<file path="src/common/emu_consts.svh">
// Register map, field bits, widths, FIFO depth, reset defaults and version
`ifndef EMU_CONSTS_SVH
`define EMU_CONSTS_SVH

//==================================================
// Widths and sizes
//==================================================
`define EMU_DATA_W          32
`define EMU_INDEX_W         5
`define EMU_FIFO_DEPTH      16
`define EMU_LEN_W           5

// Bump whenever the register map changes
`define EMU_VERSION         1

// Reset values of the frame generator settings
`define EMU_DEFAULT_CYCLES  32'h0001_0000
`define EMU_DEFAULT_IDLE0   8'hAA
`define EMU_DEFAULT_IDLE1   8'hBB

// Driven on the stream while no FIFO is selected
`define EMU_IDLE_FILL       8'h55

//==================================================
// Register indices
//==================================================
`define EMU_REG_VERSION     0
`define EMU_REG_FIFO_CTL    1
`define EMU_REG_LOAD_F0     2
`define EMU_REG_LOAD_F1     3
`define EMU_REG_START       4
`define EMU_REG_CYCLES      5
`define EMU_REG_IDLE        6

// FIFO_CTL clear bits
`define EMU_BIT_CLR_F0      0
`define EMU_BIT_CLR_F1      1

`endif

</file>
<file path="src/common/emu_pkg.sv">
// Shared enums and packed structs for the sensor emulator pattern controller
`include "emu_consts.svh"

package emu_pkg;

   //==================================================
   // Enumerations
   //==================================================

   // Names one of the two pattern FIFOs, or none
   typedef enum logic [1:0] {
      SEL_NONE = 2'd0,
      SEL_F0   = 2'd1,
      SEL_F1   = 2'd2
   } fifo_sel_t;

   // Output engine states
   typedef enum logic {
      ST_IDLE = 1'b0,
      ST_RUN  = 1'b1
   } stream_state_t;

   //==================================================
   // Register port
   //==================================================

   // One strobe per access, no handshake
   typedef struct packed {
      logic                    write;
      logic                    read;
      logic [`EMU_INDEX_W-1:0] index;
      logic [`EMU_DATA_W-1:0]  data;
   } reg_req_t;

   // Valid pulses exactly one cycle after the strobe
   typedef struct packed {
      logic                   valid;
      logic                   err;
      logic [`EMU_DATA_W-1:0] data;
   } reg_rsp_t;

   // Settings handed to the frame generator
   typedef struct packed {
      logic [31:0] cycles;
      logic [7:0]  idle0;
      logic [7:0]  idle1;
   } emu_cfg_t;

endpackage

</file>
<file path="src/pattern_fifo/pattern_fifo.sv">
// Register-array FIFO holding one repeating pattern, with single cycle clear
`timescale 1ns/1ps
`include "emu_consts.svh"

module pattern_fifo #(
   parameter int DEPTH = `EMU_FIFO_DEPTH
) (
   input  logic                   clk,
   input  logic                   resetn,
   input  logic                   clear,
   input  logic                   push,
   input  logic [`EMU_DATA_W-1:0] push_data,
   input  logic                   pop,
   output logic [`EMU_DATA_W-1:0] head,
   output logic                   empty
);

   localparam int PTR_W = $clog2(DEPTH);

   // Storage, no reset needed
   logic [`EMU_DATA_W-1:0] mem [DEPTH];

   logic [PTR_W-1:0] wr_ptr;
   logic [PTR_W-1:0] rd_ptr;
   // One extra bit so that a full FIFO is representable
   logic [PTR_W:0]   count;
   logic             full;

   assign empty = (count == '0);
   assign full  = (count == DEPTH[PTR_W:0]);

   // Head word is visible without a read cycle
   assign head = mem[rd_ptr];

   //==================================================
   // Pointers and occupancy
   //==================================================
   always_ff @(posedge clk) begin
      if (!resetn || clear) begin
         wr_ptr <= '0;
         rd_ptr <= '0;
         count  <= '0;
      end else begin
         if (push) wr_ptr <= wr_ptr + 1'b1;
         if (pop) rd_ptr <= rd_ptr + 1'b1;
         // Simultaneous push and pop leaves count alone
         case ({push, pop})
            2'b10:   count <= count + 1'b1;
            2'b01:   count <= count - 1'b1;
            default: ;
         endcase
      end
   end

   // Write port
   always_ff @(posedge clk) begin
      if (push) mem[wr_ptr] <= push_data;
   end

   //==================================================
   // Checks
   //==================================================
   // Stream engine pops only on a valid beat
   a_no_underflow: assert property (@(posedge clk) disable iff (!resetn || clear)
      pop |-> !empty);

   // Register lengths keep loads plus recirculation within depth
   a_no_overflow: assert property (@(posedge clk) disable iff (!resetn || clear)
      push |-> !full);

endmodule

</file>
<file path="src/emu_regs.sv">
// Register block: access decode, configuration, pattern lengths, load and clear strobes
`timescale 1ns/1ps
`include "emu_consts.svh"

module emu_regs (
   input  logic                    clk,
   input  logic                    resetn,
   input  emu_pkg::reg_req_t       req,
   output emu_pkg::reg_rsp_t       rsp,
   input  emu_pkg::fifo_sel_t      active,
   output logic [1:0]              load_strobe,
   output logic [`EMU_DATA_W-1:0]  load_data,
   output logic [1:0]              clear,
   output emu_pkg::fifo_sel_t      on_deck,
   output logic [`EMU_LEN_W-1:0]   len0,
   output logic [`EMU_LEN_W-1:0]   len1,
   output emu_pkg::emu_cfg_t       cfg
);
   import emu_pkg::*;

   // A FIFO is off limits once it streams or is about to
   logic busy0;
   logic busy1;
   logic idx_ok;
   logic [`EMU_DATA_W-1:0] rd_data;

   assign busy0 = (active == SEL_F0) || (on_deck == SEL_F0);
   assign busy1 = (active == SEL_F1) || (on_deck == SEL_F1);

   // Indices 0 to 6 exist, everything above is a decode error
   assign idx_ok = (req.index <= `EMU_REG_IDLE);

   //==================================================
   // Write side
   //==================================================
   always_ff @(posedge clk) begin
      // Strobes are single cycle pulses
      load_strobe <= 2'b00;
      clear       <= 2'b00;
      if (!resetn) begin
         len0       <= '0;
         len1       <= '0;
         on_deck    <= SEL_NONE;
         cfg.cycles <= `EMU_DEFAULT_CYCLES;
         cfg.idle0  <= `EMU_DEFAULT_IDLE0;
         cfg.idle1  <= `EMU_DEFAULT_IDLE1;
      end else if (req.write) begin
         case (req.index)
            `EMU_REG_FIFO_CTL: begin
               // Clear zeroes the length now, the FIFO empties next edge
               if (req.data[`EMU_BIT_CLR_F0] && !busy0) begin
                  len0     <= '0;
                  clear[0] <= 1'b1;
               end
               if (req.data[`EMU_BIT_CLR_F1] && !busy1) begin
                  len1     <= '0;
                  clear[1] <= 1'b1;
               end
            end
            // Immediate loads, refused when streaming or full
            `EMU_REG_LOAD_F0: begin
               if (!busy0 && (len0 < `EMU_FIFO_DEPTH)) begin
                  load_strobe <= 2'b01;
                  len0        <= len0 + 1'b1;
               end
            end
            `EMU_REG_LOAD_F1: begin
               if (!busy1 && (len1 < `EMU_FIFO_DEPTH)) begin
                  load_strobe <= 2'b10;
                  len1        <= len1 + 1'b1;
               end
            end
            `EMU_REG_START: begin
               // An empty FIFO can not go on deck
               case (req.data)
                  0: on_deck <= SEL_NONE;
                  1: if (len0 != '0) on_deck <= SEL_F0;
                  2: if (len1 != '0) on_deck <= SEL_F1;
                  default: ;
               endcase
            end
            // Frame settings are frozen while streaming
            `EMU_REG_CYCLES: begin
               if ((req.data != '0) && (active == SEL_NONE)) cfg.cycles <= req.data;
            end
            `EMU_REG_IDLE: begin
               if (active == SEL_NONE) begin
                  cfg.idle0 <= req.data[15:8];
                  cfg.idle1 <= req.data[7:0];
               end
            end
            default: ;
         endcase
      end
   end

   // Word for the push register at the top
   always_ff @(posedge clk) begin
      if (req.write) load_data <= req.data;
   end

   //==================================================
   // Read side and response
   //==================================================
   always_comb begin
      case (req.index)
         `EMU_REG_VERSION: rd_data = `EMU_DATA_W'(`EMU_VERSION);
         `EMU_REG_LOAD_F0: rd_data = `EMU_DATA_W'(len0);
         `EMU_REG_LOAD_F1: rd_data = `EMU_DATA_W'(len1);
         `EMU_REG_START:   rd_data = {30'd0, active};
         `EMU_REG_CYCLES:  rd_data = cfg.cycles;
         `EMU_REG_IDLE:    rd_data = {16'd0, cfg.idle0, cfg.idle1};
         // FIFO_CTL and unknown indices read as zero
         default:          rd_data = '0;
      endcase
   end

   always_ff @(posedge clk) begin
      if (!resetn) begin
         rsp.valid <= 1'b0;
         rsp.err   <= 1'b0;
      end else begin
         rsp.valid <= req.write | req.read;
         rsp.err   <= (req.write | req.read) && !idx_ok;
      end
   end

   always_ff @(posedge clk) begin
      rsp.data <= req.read ? rd_data : '0;
   end

   //==================================================
   // Checks
   //==================================================
   // Only one FIFO is loaded per access
   a_one_load: assert property (@(posedge clk) disable iff (!resetn)
      load_strobe != 2'b11);

   // Loads never land in the FIFO that the stream engine is recirculating
   a_no_load_active: assert property (@(posedge clk) disable iff (!resetn)
      (load_strobe[0] |-> active != SEL_F0) and (load_strobe[1] |-> active != SEL_F1));

endmodule

</file>
<file path="src/pattern_stream.sv">
// Output FSM: active FIFO selection, per-pass beat count, stream drive and pops
`timescale 1ns/1ps
`include "emu_consts.svh"

module pattern_stream (
   input  logic                   clk,
   input  logic                   resetn,
   input  emu_pkg::fifo_sel_t     on_deck,
   input  logic [`EMU_LEN_W-1:0]  len0,
   input  logic [`EMU_LEN_W-1:0]  len1,
   input  logic [`EMU_DATA_W-1:0] head0,
   input  logic [`EMU_DATA_W-1:0] head1,
   input  logic                   empty0,
   input  logic                   empty1,
   output logic [1:0]             pop,
   output emu_pkg::fifo_sel_t     active,
   output logic [`EMU_DATA_W-1:0] out_tdata,
   output logic                   out_tvalid,
   input  logic                   out_tready
);
   import emu_pkg::*;

   stream_state_t         state;
   logic [`EMU_LEN_W-1:0] beats_left;
   logic [`EMU_LEN_W-1:0] deck_len;
   logic                  act_empty;
   logic                  beat;

   // Length of whatever FIFO is on deck
   assign deck_len = (on_deck == SEL_F0) ? len0 :
                     (on_deck == SEL_F1) ? len1 : '0;

   assign act_empty = (active == SEL_F0) ? empty0 :
                      (active == SEL_F1) ? empty1 : 1'b1;

   //==================================================
   // Stream side
   //==================================================
   // Valid can drop for a cycle while a one word pattern recirculates
   assign out_tvalid = (state == ST_RUN) && !act_empty;
   assign beat       = out_tvalid && out_tready;

   assign out_tdata = (active == SEL_F0) ? head0 :
                      (active == SEL_F1) ? head1 : `EMU_DATA_W'(`EMU_IDLE_FILL);

   // Pop the active FIFO on every handshake
   assign pop = {beat && (active == SEL_F1), beat && (active == SEL_F0)};

   //==================================================
   // FSM
   //==================================================
   always_ff @(posedge clk) begin
      if (!resetn) begin
         state      <= ST_IDLE;
         active     <= SEL_NONE;
         beats_left <= '0;
      end else begin
         case (state)
            ST_IDLE: begin
               if (on_deck != SEL_NONE) begin
                  active     <= on_deck;
                  beats_left <= deck_len;
                  state      <= ST_RUN;
               end
            end
            ST_RUN: begin
               if (beat) begin
                  if (beats_left <= 1) begin
                     // Pass boundary, pick up the next selection
                     if (on_deck == SEL_NONE) begin
                        active <= SEL_NONE;
                        state  <= ST_IDLE;
                     end else begin
                        active     <= on_deck;
                        beats_left <= deck_len;
                     end
                  end else begin
                     beats_left <= beats_left - 1'b1;
                  end
               end
            end
            default: state <= ST_IDLE;
         endcase
      end
   end

   // Stalled beat keeps its word until accepted
   a_hold_data: assert property (@(posedge clk) disable iff (!resetn)
      (out_tvalid && !out_tready) |=> (out_tvalid && $stable(out_tdata)));

endmodule

</file>
<file path="src/sensor_emu_ctl.sv">
// Top level: register block, two pattern FIFOs, stream engine and write-back path
`timescale 1ns/1ps
`include "emu_consts.svh"

module sensor_emu_ctl (
   input  logic                   clk,
   input  logic                   resetn,
   input  emu_pkg::reg_req_t      reg_req,
   output emu_pkg::reg_rsp_t      reg_rsp,
   output logic [`EMU_DATA_W-1:0] out_tdata,
   output logic                   out_tvalid,
   input  logic                   out_tready,
   output logic                   enable,
   output emu_pkg::emu_cfg_t      cfg
);
   import emu_pkg::*;

   fifo_sel_t              active;
   fifo_sel_t              on_deck;
   logic [1:0]             load_strobe;
   logic [`EMU_DATA_W-1:0] load_data;
   logic [1:0]             clear;
   logic [`EMU_LEN_W-1:0]  len0;
   logic [`EMU_LEN_W-1:0]  len1;
   logic [1:0]             pop;
   logic [1:0]             empty;
   logic [`EMU_DATA_W-1:0] head [2];

   // Push register per FIFO
   logic [1:0]             push;
   logic [`EMU_DATA_W-1:0] push_data [2];

   // Frame generator runs whenever a FIFO streams
   assign enable = (active != SEL_NONE);

   emu_regs emu_regs_i (
      .clk         (clk),
      .resetn      (resetn),
      .req         (reg_req),
      .rsp         (reg_rsp),
      .active      (active),
      .load_strobe (load_strobe),
      .load_data   (load_data),
      .clear       (clear),
      .on_deck     (on_deck),
      .len0        (len0),
      .len1        (len1),
      .cfg         (cfg)
   );

   //==================================================
   // Write-back mux
   //==================================================
   // Load or recirculation, never both for the same FIFO
   always_ff @(posedge clk) begin
      for (int i = 0; i < 2; i++) begin
         if (!resetn) push[i] <= 1'b0;
         else push[i] <= load_strobe[i] | pop[i];
      end
   end

   // Popped word goes back in one cycle after it left
   always_ff @(posedge clk) begin
      for (int i = 0; i < 2; i++) begin
         push_data[i] <= load_strobe[i] ? load_data : head[i];
      end
   end

   for (genvar i = 0; i < 2; i++) begin : g_fifo
      pattern_fifo #(.DEPTH(`EMU_FIFO_DEPTH)) pattern_fifo_i (
         .clk       (clk),
         .resetn    (resetn),
         .clear     (clear[i]),
         .push      (push[i]),
         .push_data (push_data[i]),
         .pop       (pop[i]),
         .head      (head[i]),
         .empty     (empty[i])
      );
   end

   pattern_stream pattern_stream_i (
      .clk        (clk),
      .resetn     (resetn),
      .on_deck    (on_deck),
      .len0       (len0),
      .len1       (len1),
      .head0      (head[0]),
      .head1      (head[1]),
      .empty0     (empty[0]),
      .empty1     (empty[1]),
      .pop        (pop),
      .active     (active),
      .out_tdata  (out_tdata),
      .out_tvalid (out_tvalid),
      .out_tready (out_tready)
   );

endmodule

</file>
<file path="config.mk">
export PLATFORM = sky130hd
export DESIGN_NAME = sensor_emu_ctl
export DESIGN_NICKNAME = d
export VERILOG_FILES = /design/src/common/emu_pkg.sv /design/src/pattern_fifo/pattern_fifo.sv /design/src/emu_regs.sv /design/src/pattern_stream.sv /design/src/sensor_emu_ctl.sv
export VERILOG_INCLUDE_DIRS = /design/src /design/src/common
export SDC_FILE = /design/constraint.sdc
export NUM_CORES = 1
export LEC_CHECK = 0
export BUFFER_PORTS_ARGS = -buffer_cell sky130_fd_sc_hd__buf_2
export CORE_MARGIN = 5
export CORE_UTILIZATION = 25
export DETAILED_ROUTE_END_ITERATION = 8
export MAX_ROUTING_LAYER = met4
export PLACE_DENSITY_LB_ADDON = 0.1
export SYNTH_ARGS = -nofsm -noshare
export SYNTH_HDL_FRONTEND = slang
export SYNTH_SLANG_ARGS = --single-unit
</file>
<file path="constraint.sdc">
create_clock -name clk -period 4.5 [get_ports clk]
set_input_delay 0.675 -clock clk [delete_from_list [all_inputs] [get_ports clk]]
set_output_delay 0.675 -clock clk [all_outputs]
set_load 0.01 [all_outputs]
</file>
* After elaboration in Yosys (flattened, before gate mapping)
Memory sizes are Yosys's and may differ from the RTL's. A register that Yosys moved wholly into a read port is not among the register bits. Index checks and enable logic that the tools add are counted.
Operators by class: muxes and demuxes 48, equal/unequal tests 26, magnitude comparators 4, bitwise gates (word level) 4, reductions and logical operators 44, $add $sub $neg 11
Operators with widths (number):
- $pmux W32 S6 | 1
- $mux W32 | 4
- $mux W5 | 10
- $pmux W5 S2 | 5
- $eq A32 B1 Y1 const B | 1
- $eq A32 B2 Y1 const B | 1
- $logic_not A32 Y1 | 1
- $reduce_bool A32 Y1 | 1
- $add A5 B1 Y5 const B | 4
- $add A4 B1 Y4 const B | 4
- $mux W4 | 4
- $eq A5 B3 Y1 const B | 3
- $logic_not A5 Y1 | 3
- $reduce_and A3 Y1 | 5
- $sub A5 B1 Y5 const B | 3
- $mux W2 | 7
- $ne A2 B1 Y1 const B | 7
- $mux W1 | 13
- $reduce_bool A2 Y1 | 6
- $eq A5 B2 Y1 const B | 2
- $logic_and A1 B1 Y1 | 10
- $lt A5 B5 Y1 const B | 2
- $reduce_bool A5 Y1 | 2
- $eq A2 B1 Y1 const B | 4
- other kinds (18) | 34
Storage, ports and cells: input bits 42, bits in writable memories 1088, memories 3, flip-flop bits (word level) 166
Memories:
- g_fifo[0].pattern_fifo_i.mem | words 16, width 32, rd ports 1, clocked after memory_dff 1, wr ports 1, RTL line pattern_fifo.sv:21 | logic [`EMU_DATA_W-1:0] mem [DEPTH];
- g_fifo[1].pattern_fifo_i.mem | words 16, width 32, rd ports 1, clocked after memory_dff 1, wr ports 1, RTL line pattern_fifo.sv:21
- push_data | words 2, width 32, rd ports 2, clocked after memory_dff 0, wr ports 2, RTL line sensor_emu_ctl.sv:31 | logic [`EMU_DATA_W-1:0] push_data [2];

* Depth between registers and ports, before layout
Gate-level depths: netlist of the first run.
word-level depth 9, mapped depth 12, depth with buffers taken out 10

* Hierarchy
From an unflattened synthesis of the first run, not the netlist that was laid out.
Second synthesis, totals: cells, all modules 2533, area total of the unflattened synthesis 48521.5 sq um
By module, submodules not included:
- pattern_fifo | instances 2, area an instance 20083.0 sq um, cells each 895
- emu_regs | instances 1, area an instance 4916.0 sq um, cells each 475
- sensor_emu_ctl | instances 1, area an instance 2423.6 sq um, cells each 141
- pattern_stream | instances 1, area an instance 1016.0 sq um, cells each 127

* Worst setup path before layout of the first run
Ideal clock, no wire load.
path kind reg-to-reg, start register g_fifo[1].pattern_fifo_i.count[1], end register g_fifo[1].pattern_fifo_i.count[4], cell stages (with the launch flop) 13, data required time 4.430 ns, arrival 2.827 ns, path buffers 2, setup time 0.070 ns, path slack 1.603 ns, cells stage by stage dfxtp_1 buf_2 or4_4 o2111a_1 buf_4 ha_1 xor2_1 ha_1 a211o_1 a21oi_1 a221oi_1 or3_1 a21oi_1
Between the ends: longest elaborated chain between the ends 9
RTL lines:
- from (decl) | RTL line pattern_fifo.sv:26 | logic [PTR_W:0] count;
- from (signal assigned) | RTL line pattern_fifo.sv:48 | 2'b10: count <= count + 1'b1;
- from (signal assigned) | RTL line pattern_fifo.sv:49 | 2'b01: count <= count - 1'b1;
- $logic_not A5 Y1 | RTL line pattern_fifo.sv:29 | assign empty = (count == '0);
- $mux W1 | RTL line pattern_stream.sv:34 | (active == SEL_F1) ? empty1 : 1'b1;
- $mux W1 | RTL line pattern_stream.sv:33 | assign act_empty = (active == SEL_F0) ? empty0 :
- $logic_not A1 Y1 | RTL line pattern_stream.sv:40 | assign out_tvalid = (state == ST_RUN) && !act_empty;
- $logic_and A1 B1 Y1 | RTL line pattern_stream.sv:40
- $logic_and A1 B1 Y1 | RTL line pattern_stream.sv:41 | assign beat = out_tvalid && out_tready;
- $logic_and A1 B1 Y1 | RTL line pattern_stream.sv:47 | assign pop = {beat && (active == SEL_F1), beat && (active == SEL_F0)};
- $eq A2 B1 Y1 / $eq A2 B2 Y1 (equally long branches) | RTL line pattern_fifo.sv:47 | case ({push, pop})
- $pmux W5 S2 / $reduce_bool A2 Y1 (equally long branches)
Parallel ways exist; a longest one is shown, timed or not. A chain may end at the register's enable or synchronous reset.

==> impl_results.md, run 1 <==
- Detail Placement HPWL: just under 90 mm
- Area contributors post-synth: edfxtp_1 (67%), mux4_2 (12%), dfxtp_1 (8.7%)
- Max-cap violations: 0
- Clk Latency, worst-skew pair: between 700 and 800 ps
- Nets: between 2,000 and 3,000
- First-pass GRT wire length: 203.5 mm
- Cell area after synthesis: between 40,000 and 50,000 um2
- CTS tree: built
- DRT Pass-1 Iters: 5
- Total grt overflow: 0
- Synth top area share: around two thirds
- Setup_tns: 0 ps
- Status: finished clean
- Num CTS Buffers: 140
- Global Route Usage Sum: 14.78%
- Num rows: 160
- Fmax: between 200 and 250 MHz
- Area delta synth->final: 18.85%
- Synth Warn #: 0
- Htree depth: 4
- Unrepaired setup endpoints after global routing: false
- HP Class: in2reg
- Peak VDD IR: 0.0002470 V
- Iteration-0 DRC Markers: around 1,900
- Critical-path top delay cell: dfxtp_4
- Max-slew violations: 0
- Critical path class: reg2out
- Post-Syn Area per Cell: between 15 and 20 um2
- Clock transition at the registers of the reported paths: 60 ps
- Fin area: 56,440 um2
- Vias in the first global route: ~26,000
- Yosys top cell by area: edfxtp_1
- Placed Cells: 5,134
- I/O pin total: 158
- DR DRC count: 0
- Crit path largest cell delay: ~670 ps
- Vias per cell: around 4.6
- Final Cycle Share: between 90% and 100%
- Final Hold Viols: 0
- Routed Antenna Nets: 0
- Synth unique cells: 66
- Placer congestion estimate: 0.7971
- Power Total: between 0.02 and 0.025 W
- Seq/Total Area, Yosys: around 75%
- Crit start category: flip-flop
- Root Driver: clkbuf_16
- Power per cell area: between 400 and 500 nW/um2
- Syn nets: ~2,600
- Area of the multi-input gates: 11,120 um2
- CP arrival: between 3000 and 4000 ps
- Vias: 24,844
- Final Non-Filler Cells: 5,402
- Fill count: roughly 18,000
- Worst Setup End Kind: output pin
- Detailed Route WL: about 140 mm
- Share of post-route cells with drive strength above 1: 27.01%
- Core ar.: approximately 190,000 um2
- Clk_skew: ~27 ps
- CTS Buffer Depth: 3
- Tmin final: between 4000 and 5000 ps
- Mapped Cells: between 2,000 and 3,000
- CTS Sinks: roughly 1,300
- Starting Density: between 20 and 30%
- Slew margin rel.: 25.34%
- Dpl cell area: slightly above 50,000 um2
- P_leak: approximately 18 nW
- Ordered list of cells on the worst path: buf_4 > mux4_2 > a22o_1 > a221oi_1 > o22ai_1 > buf_2
- Worst EP required: about 3800 ps
- Post-synth EDFFs: roughly 1,100
- Buffers added on ports: ~160
- Height of the die: between 400 and 500 um
- Async SR Flop Fraction: 0%
- Post-synthesis register bit count: approximately 1,300
- Die area: just under 200,000 um2
- Chip width: 445.8 um
- Pin count of the biggest net entering global routing: 66
- Crit-path max FO: 27
- Worst-Margin Slew: 1120 ps
- Initial antenna violation count: 7
- Routed length per placed instance: roughly 27 um
- Sequential Area: about 36,000 um2
- Setup-failing EPs final: 0
- Ys flop type: edfxtp_1
[where the power goes]
part | switching, W | total, W | internal, W
sequential | 0.0000537 | 0.0126 | 0.0125
combinational | 0.000128 | 0.000169 | 0.0000407
clock | 0.00464 | 0.0112 | 0.00659
total | 0.00483 | 0.0240 | 0.0192
[state kept, by name (all words and copies together), names as in the netlist, 5 cells and up, named ones only]
| signal | cells |
|---|---|
| g_fifo.pattern_fifo_i.mem | 1024 |
| push_data | 64 |
| emu_regs_i.cfg | 48 |
| emu_regs_i.rsp | 34 |
| emu_regs_i.load_data | 32 |
| g_fifo.pattern_fifo_i.count | 10 |
| g_fifo.pattern_fifo_i.rd_ptr | 8 |
| g_fifo.pattern_fifo_i.wr_ptr | 8 |
| emu_regs_i.len0 | 5 |
| emu_regs_i.len1 | 5 |
| pattern_stream_i.beats_left | 5 |
[cells in the mapped netlist, drive strengths merged (3+ instances only)]
library cell,instances
a21boi,3
a21oi,35
a221oi,68
a22o,66
a22oi,29
a31o,3
a32oi,3
and2,37
and3,21
buf,44
clkbuf,105
dfxtp,206
edfxtp,1056
ha,24
inv,24
mux2i,7
mux4,256
nand2,153
nand2b,11
nand3,50
nand4,11
nor2,67
nor2b,11
nor3,12
nor3b,5
nor4,8
o21ai,108
o22ai,30
o311ai,3
o31ai,4
o32ai,4
or3,7
or4,3
xnor2,9
xor2,12
[kinds of logic (layout without fill, tap and decap cells)]
logic type                 after synthesis  after routing  synth area share, %
AOI/OAI and AO/OA                      378            378                5.607
xor gates and xnor gates                21             21               0.3873
adders and majority gates               24             24               0.6323
buffers and inverters                  175            533                1.520
DFF                                   1262           1262                75.46
muxes                                  265            265                12.34
other                                    0              7                    0
and+or+nand+nor                        401            401                4.063
[area by class of cell]
type | instances | share of cell area, %
antenna | 7 | 0.03103
clock buffer | 199 | 7.074
clock inverter | 55 | 0.9044
inverter | 26 | 0.1729
multi-input combinational | 1089 | 19.71
sequential | 1262 | 63.52
tap | 2511 | 5.566
timing repair buffer | 253 | 3.024
[worst max-delay path, delay by kind of cell, from the launching register on]
family          cells  cell delay (ps)
compound gates      3             1170
mux                 1              370
buf+inv             2              640
flops               1              670
[routing by layer]
layer	routed length, um	global-route usage [%]	vias to the layer above	share of wire, %
met3	4418	2.256	212	3.1
li1	-	-	10772	-
met4	5209	5.484	0	3.6
met5	0	-	-	0
met2	74030	25.19	497	51
met1	60110	17.79	13363	42
[final timing paths]
path | cells after the start | from | slack (ps) | to
min | 1 | reg_req[18] | 140 | emu_regs_i.load_data[18]$_DFFE_PP_
max reg2reg | 10 | pattern_stream_i.active[1]$_SDFFE_PN0P_ | 1200 | g_fifo[1].pattern_fifo_i.count[4]$_SDFFE_PP0P_
max | 6 | flip-flop | 160 | out_tdata[30]
min reg2reg | 2 | emu_regs_i.cfg[38]$_SDFFE_PN0P_ | 490 | emu_regs_i.cfg[38]$_SDFFE_PN0P_
[through the flow]
stage	utilization, %	worst slack [ps]	hold slack [ps]
final	29.77	161.8	141.0
after global routing	29.77	0.8828	68.59
after CTS	29.72	7.690	51.44
after detailed placement	27.32	764.0	478.4
after global placement	27.32	728.9	468.9
after floorplan	-	1603	443.3
[timing repair]
action | 4_1_cts | 5_1_grt
gates resized for setup | 6 | 5
setup endpoints to repair | 5 | 10
pin swaps | 0 | 0
setup buffers | 0 | 7
hold buffers | 0 | 0
[placed cells by master (no fill, tap or decap), types with 6 or more instances in the layout]
cell / Yosys / final
and2_4: 0 / 20
mux4_2: 256 / 256
mux2i_1: 7 / 7
nand2b_1: 11 / 11
clkbuf_16: 0 / 146
inv_1: 24 / 24
xor2_1: 12 / 12
a221oi_2: 0 / 11
nor2_1: 65 / 63
a221oi_1: 68 / 57
clkinv_2: 0 / 15
or3_1: 7 / 7
bufinv_16: 0 / 7
nand2_1: 153 / 153
clkinv_1: 2 / 20
a21oi_1: 35 / 35
and2_2: 0 / 13
nor3_1: 12 / 12
buf_4: 3 / 80
clkbuf_8: 0 / 14
dfxtp_1: 206 / 200
buf_12: 0 / 16
a22oi_1: 29 / 29
and3_1: 21 / 21
a22o_1: 66 / 66
diode_2: 0 / 7
nand3_1: 50 / 50
ha_1: 24 / 24
buf_2: 31 / 157
nand4_1: 11 / 11
nor2b_1: 10 / 6
o22ai_1: 30 / 30
xnor2_1: 9 / 9
o21ai_0: 108 / 108
nor4_1: 7 / 7
clkbuf_1: 105 / 39
clkinvlp_4: 0 / 8
edfxtp_1: 1056 / 1056
Note: power is estimated with default switching activity, not from simulation.
==> run 2: changes to the inputs <==
--- a/config.mk
+++ b/config.mk
@@ -11,7 +11,6 @@
 export CORE_UTILIZATION = 25
 export DETAILED_ROUTE_END_ITERATION = 8
 export MAX_ROUTING_LAYER = met4
-export PLACE_DENSITY_LB_ADDON = 0.1
 export SYNTH_ARGS = -nofsm -noshare
 export SYNTH_HDL_FRONTEND = slang
 export SYNTH_SLANG_ARGS = --single-unit
==> run 2 against run 1 <==
  * Via count grew 0.13%
  * Highest routed layer unchanged
  * Power shrank 7.5%
  * Cell area shrank 1.9%
  * Core utilization shrank 0.57 points
  * Routed wire length shrank 13%
  * Flip-flop and latch count is the same
  * Sequential power is essentially flat
==> impl_results.md, run 2 (same netlist as run 1, synthesis figures left out) <==
- Status: finished clean
- Crit path largest cell delay: roughly 700 ps
- Die area: around 200,000 um2
- Clock share of power: approximately 43%
- Post-CTS sizing: 0
- CP arrival: 3650 ps
- Fin area: ~55,000 um2
- Gate power share: less than 1%
- Most frequent cells in the layout: edfxtp_1 (1,056), mux4_2 (256), dfxtp_1 (200)
- Worst-Margin Slew: about 1200 ps
- Largest register FFs: between 1,000 and 1,500
- Power Total: about 0.022 W
- Final Cycle Share: between 90% and 100%
- DR DRC count: 0
- Detail Placement HPWL: around 78 mm
- Placer congestion estimate: ~0.83
- Flop pwr share: roughly 57%
- Crit path buf inv count: 3
- I/O pin total: 158
- Setup_tns: 0 ps
- Vias per cell: about 4.6
- Setup-failing EPs final: 0
- Commonest non-fill, non-tap cell in the layout: edfxtp_1
- Vias in the first global route: 25,094
- Most flop-heavy register: g_fifo.pattern_fifo_i.mem
- Switching Share: between 20% and 30%
- Unrepaired setup endpoints after global routing: false
- Root Driver: clkbuf_16
- Hold_buf cts: 0
- Power per cell area: approximately 400 nW/um2
- Num CTS Buffers: around 110
- CTS Buffer Depth: 3
- CP delay by family, top: compound AO/OA/AOI/OAI gates
- P_leak: 17.40 nW
- Fmax: around 230 MHz
- Clk Latency, worst-skew pair: approximately 740 ps
- HP Class: in2reg
- Peak VDD IR: between 0.0002 and 0.0003 V
- Internal power: 0.01774 W
- Largest regs: g_fifo.pattern_fifo_i.mem: 1024 flops, push_data: 64 flops, emu_regs_i.cfg: 48 flops
- Final Hold Viols: 0
- DRT Pass-1 Iters: 5
- CTS Sinks: about 1,300
- Ordered list of cells on the worst path: buf_12 > buf_4 > mux4_2 > a22o_1 > a221oi_1 > o22ai_1 > buf_2
- Initial antenna violation count: 2
- Worst Setup End Kind: output pin
- Vias: between 20,000 and 25,000
- Chip width: 445.8 um
- Crit-path max FO: 32
- Area delta synth->final: 16.59%
- Crit start category: flip-flop
- Iteration-0 DRC Markers: ~2,300
- Pin count of the biggest net entering global routing: between 60 and 70
- Clk_skew: approximately 44 ps
- Max-slew violations: 0
- Htree depth: 3
- Slew margin rel.: between 20% and 30%
- CTS tree: built
- NetSw: approximately 0.0045 W
- Starting Density: 25.05%
- Routed Antenna Nets: 0
- Detailed Route WL: 125.2 mm
- Total grt overflow: 0
- Height of the die: between 400 and 500 um
- Max-cap violations: 0
- Buffers added on ports: 157
- Share of post-route cells with drive strength above 1: between 20 and 30%
- Post-CTS Repair Setup Buffers: 0
- Num rows: 160
- Clock transition at the registers of the reported paths: roughly 60 ps
- Core ar.: between 150,000 and 200,000 um2
- Tmin final: approximately 4300 ps
- Critical-path top delay cell: a221oi_1
- Dpl cell area: just over 50,000 um2
- Routed length per placed instance: approximately 23 um
- Worst EP required: about 3800 ps
- Global Route Usage Sum: between 10% and 20%
- First-pass GRT wire length: roughly 180 mm
- Critical path class: reg2out
- Nets: about 2,800
## run 2: cell types whose count changed in the layout (fill, tap and decap cells not counted), moves of 6 or more
cell	delta
a221oi_1	+11
a221oi_2	-11
and2_2	+19
and2_4	-20
buf_12	-7
buf_4	+6
clkbuf_1	-8
clkbuf_16	-37
diode_2	+17
## run 2: path summary, 6_finish.rpt
path / endpoint / slack [ps] / depth (start not counted) / from
setup / recovery: out_tdata[23] / 180 / 7 / flip-flop
hold / removal: emu_regs_i.load_data[17]$_DFFE_PP_ / 180 / 1 / reg_req[17]
setup reg to reg: g_fifo[0].pattern_fifo_i.count[4]$_SDFFE_PP0P_ / 1290 / 10 / g_fifo[0].pattern_fifo_i.count[1]$_SDFFE_PP0P_
hold reg to reg: emu_regs_i.cfg[10]$_SDFFE_PN0P_ / 470 / 2 / emu_regs_i.cfg[10]$_SDFFE_PN0P_
## run 2: through the flow
step | cells | utilization, % | hold WS (ps) | worst slack, ps
final | 5369 | 29.21 | 177.5 | 177.1
after global routing | 5367 | 29.20 | 161.7 | 59.60
after CTS | 5345 | 29.17 | 127.7 | 166.9
after detailed placement | 5140 | 27.29 | 466.1 | 971.8
after global placement | 5140 | 27.29 | 461.7 | 967.4
after floorplan | 2526 | - | 443.3 | 1603
## run 2: cell type report
class,instances,area (um2)
Antenna cell,24,60.06
Clock buffer,149,2968
Clock inverter,56,609.3
Fill cell,18426,134200
Inverter,26,97.59
Multi-Input combinational cell,1089,11030
Sequential cell,1262,35850
Tap cell,2511,3142
Timing Repair Buffer,252,1612
## run 2: routing by layer
metal	vias to the layer above	part of all wire, %	global-route usage, %
li1	10693	-	-
met3	197	4.7	1.465
met1	13223	38	14.60
met2	763	53	22.12
met4	0	4.6	5.634
met5	-	0	-
## run 2: power by group through the flow
stage | clock (W) | sequential [W] | combinational, W
final | 0.00943 | 0.0126 | 0.000157
after global routing | 0.0101 | 0.0126 | 0.000166
after CTS | 0.00960 | 0.0126 | 0.000158
after detailed placement | 0 | 0.0129 | 0.000157
after global placement | 0 | 0.0129 | 0.000157
after floorplan | 0 | 0.0128 | 0.0000612
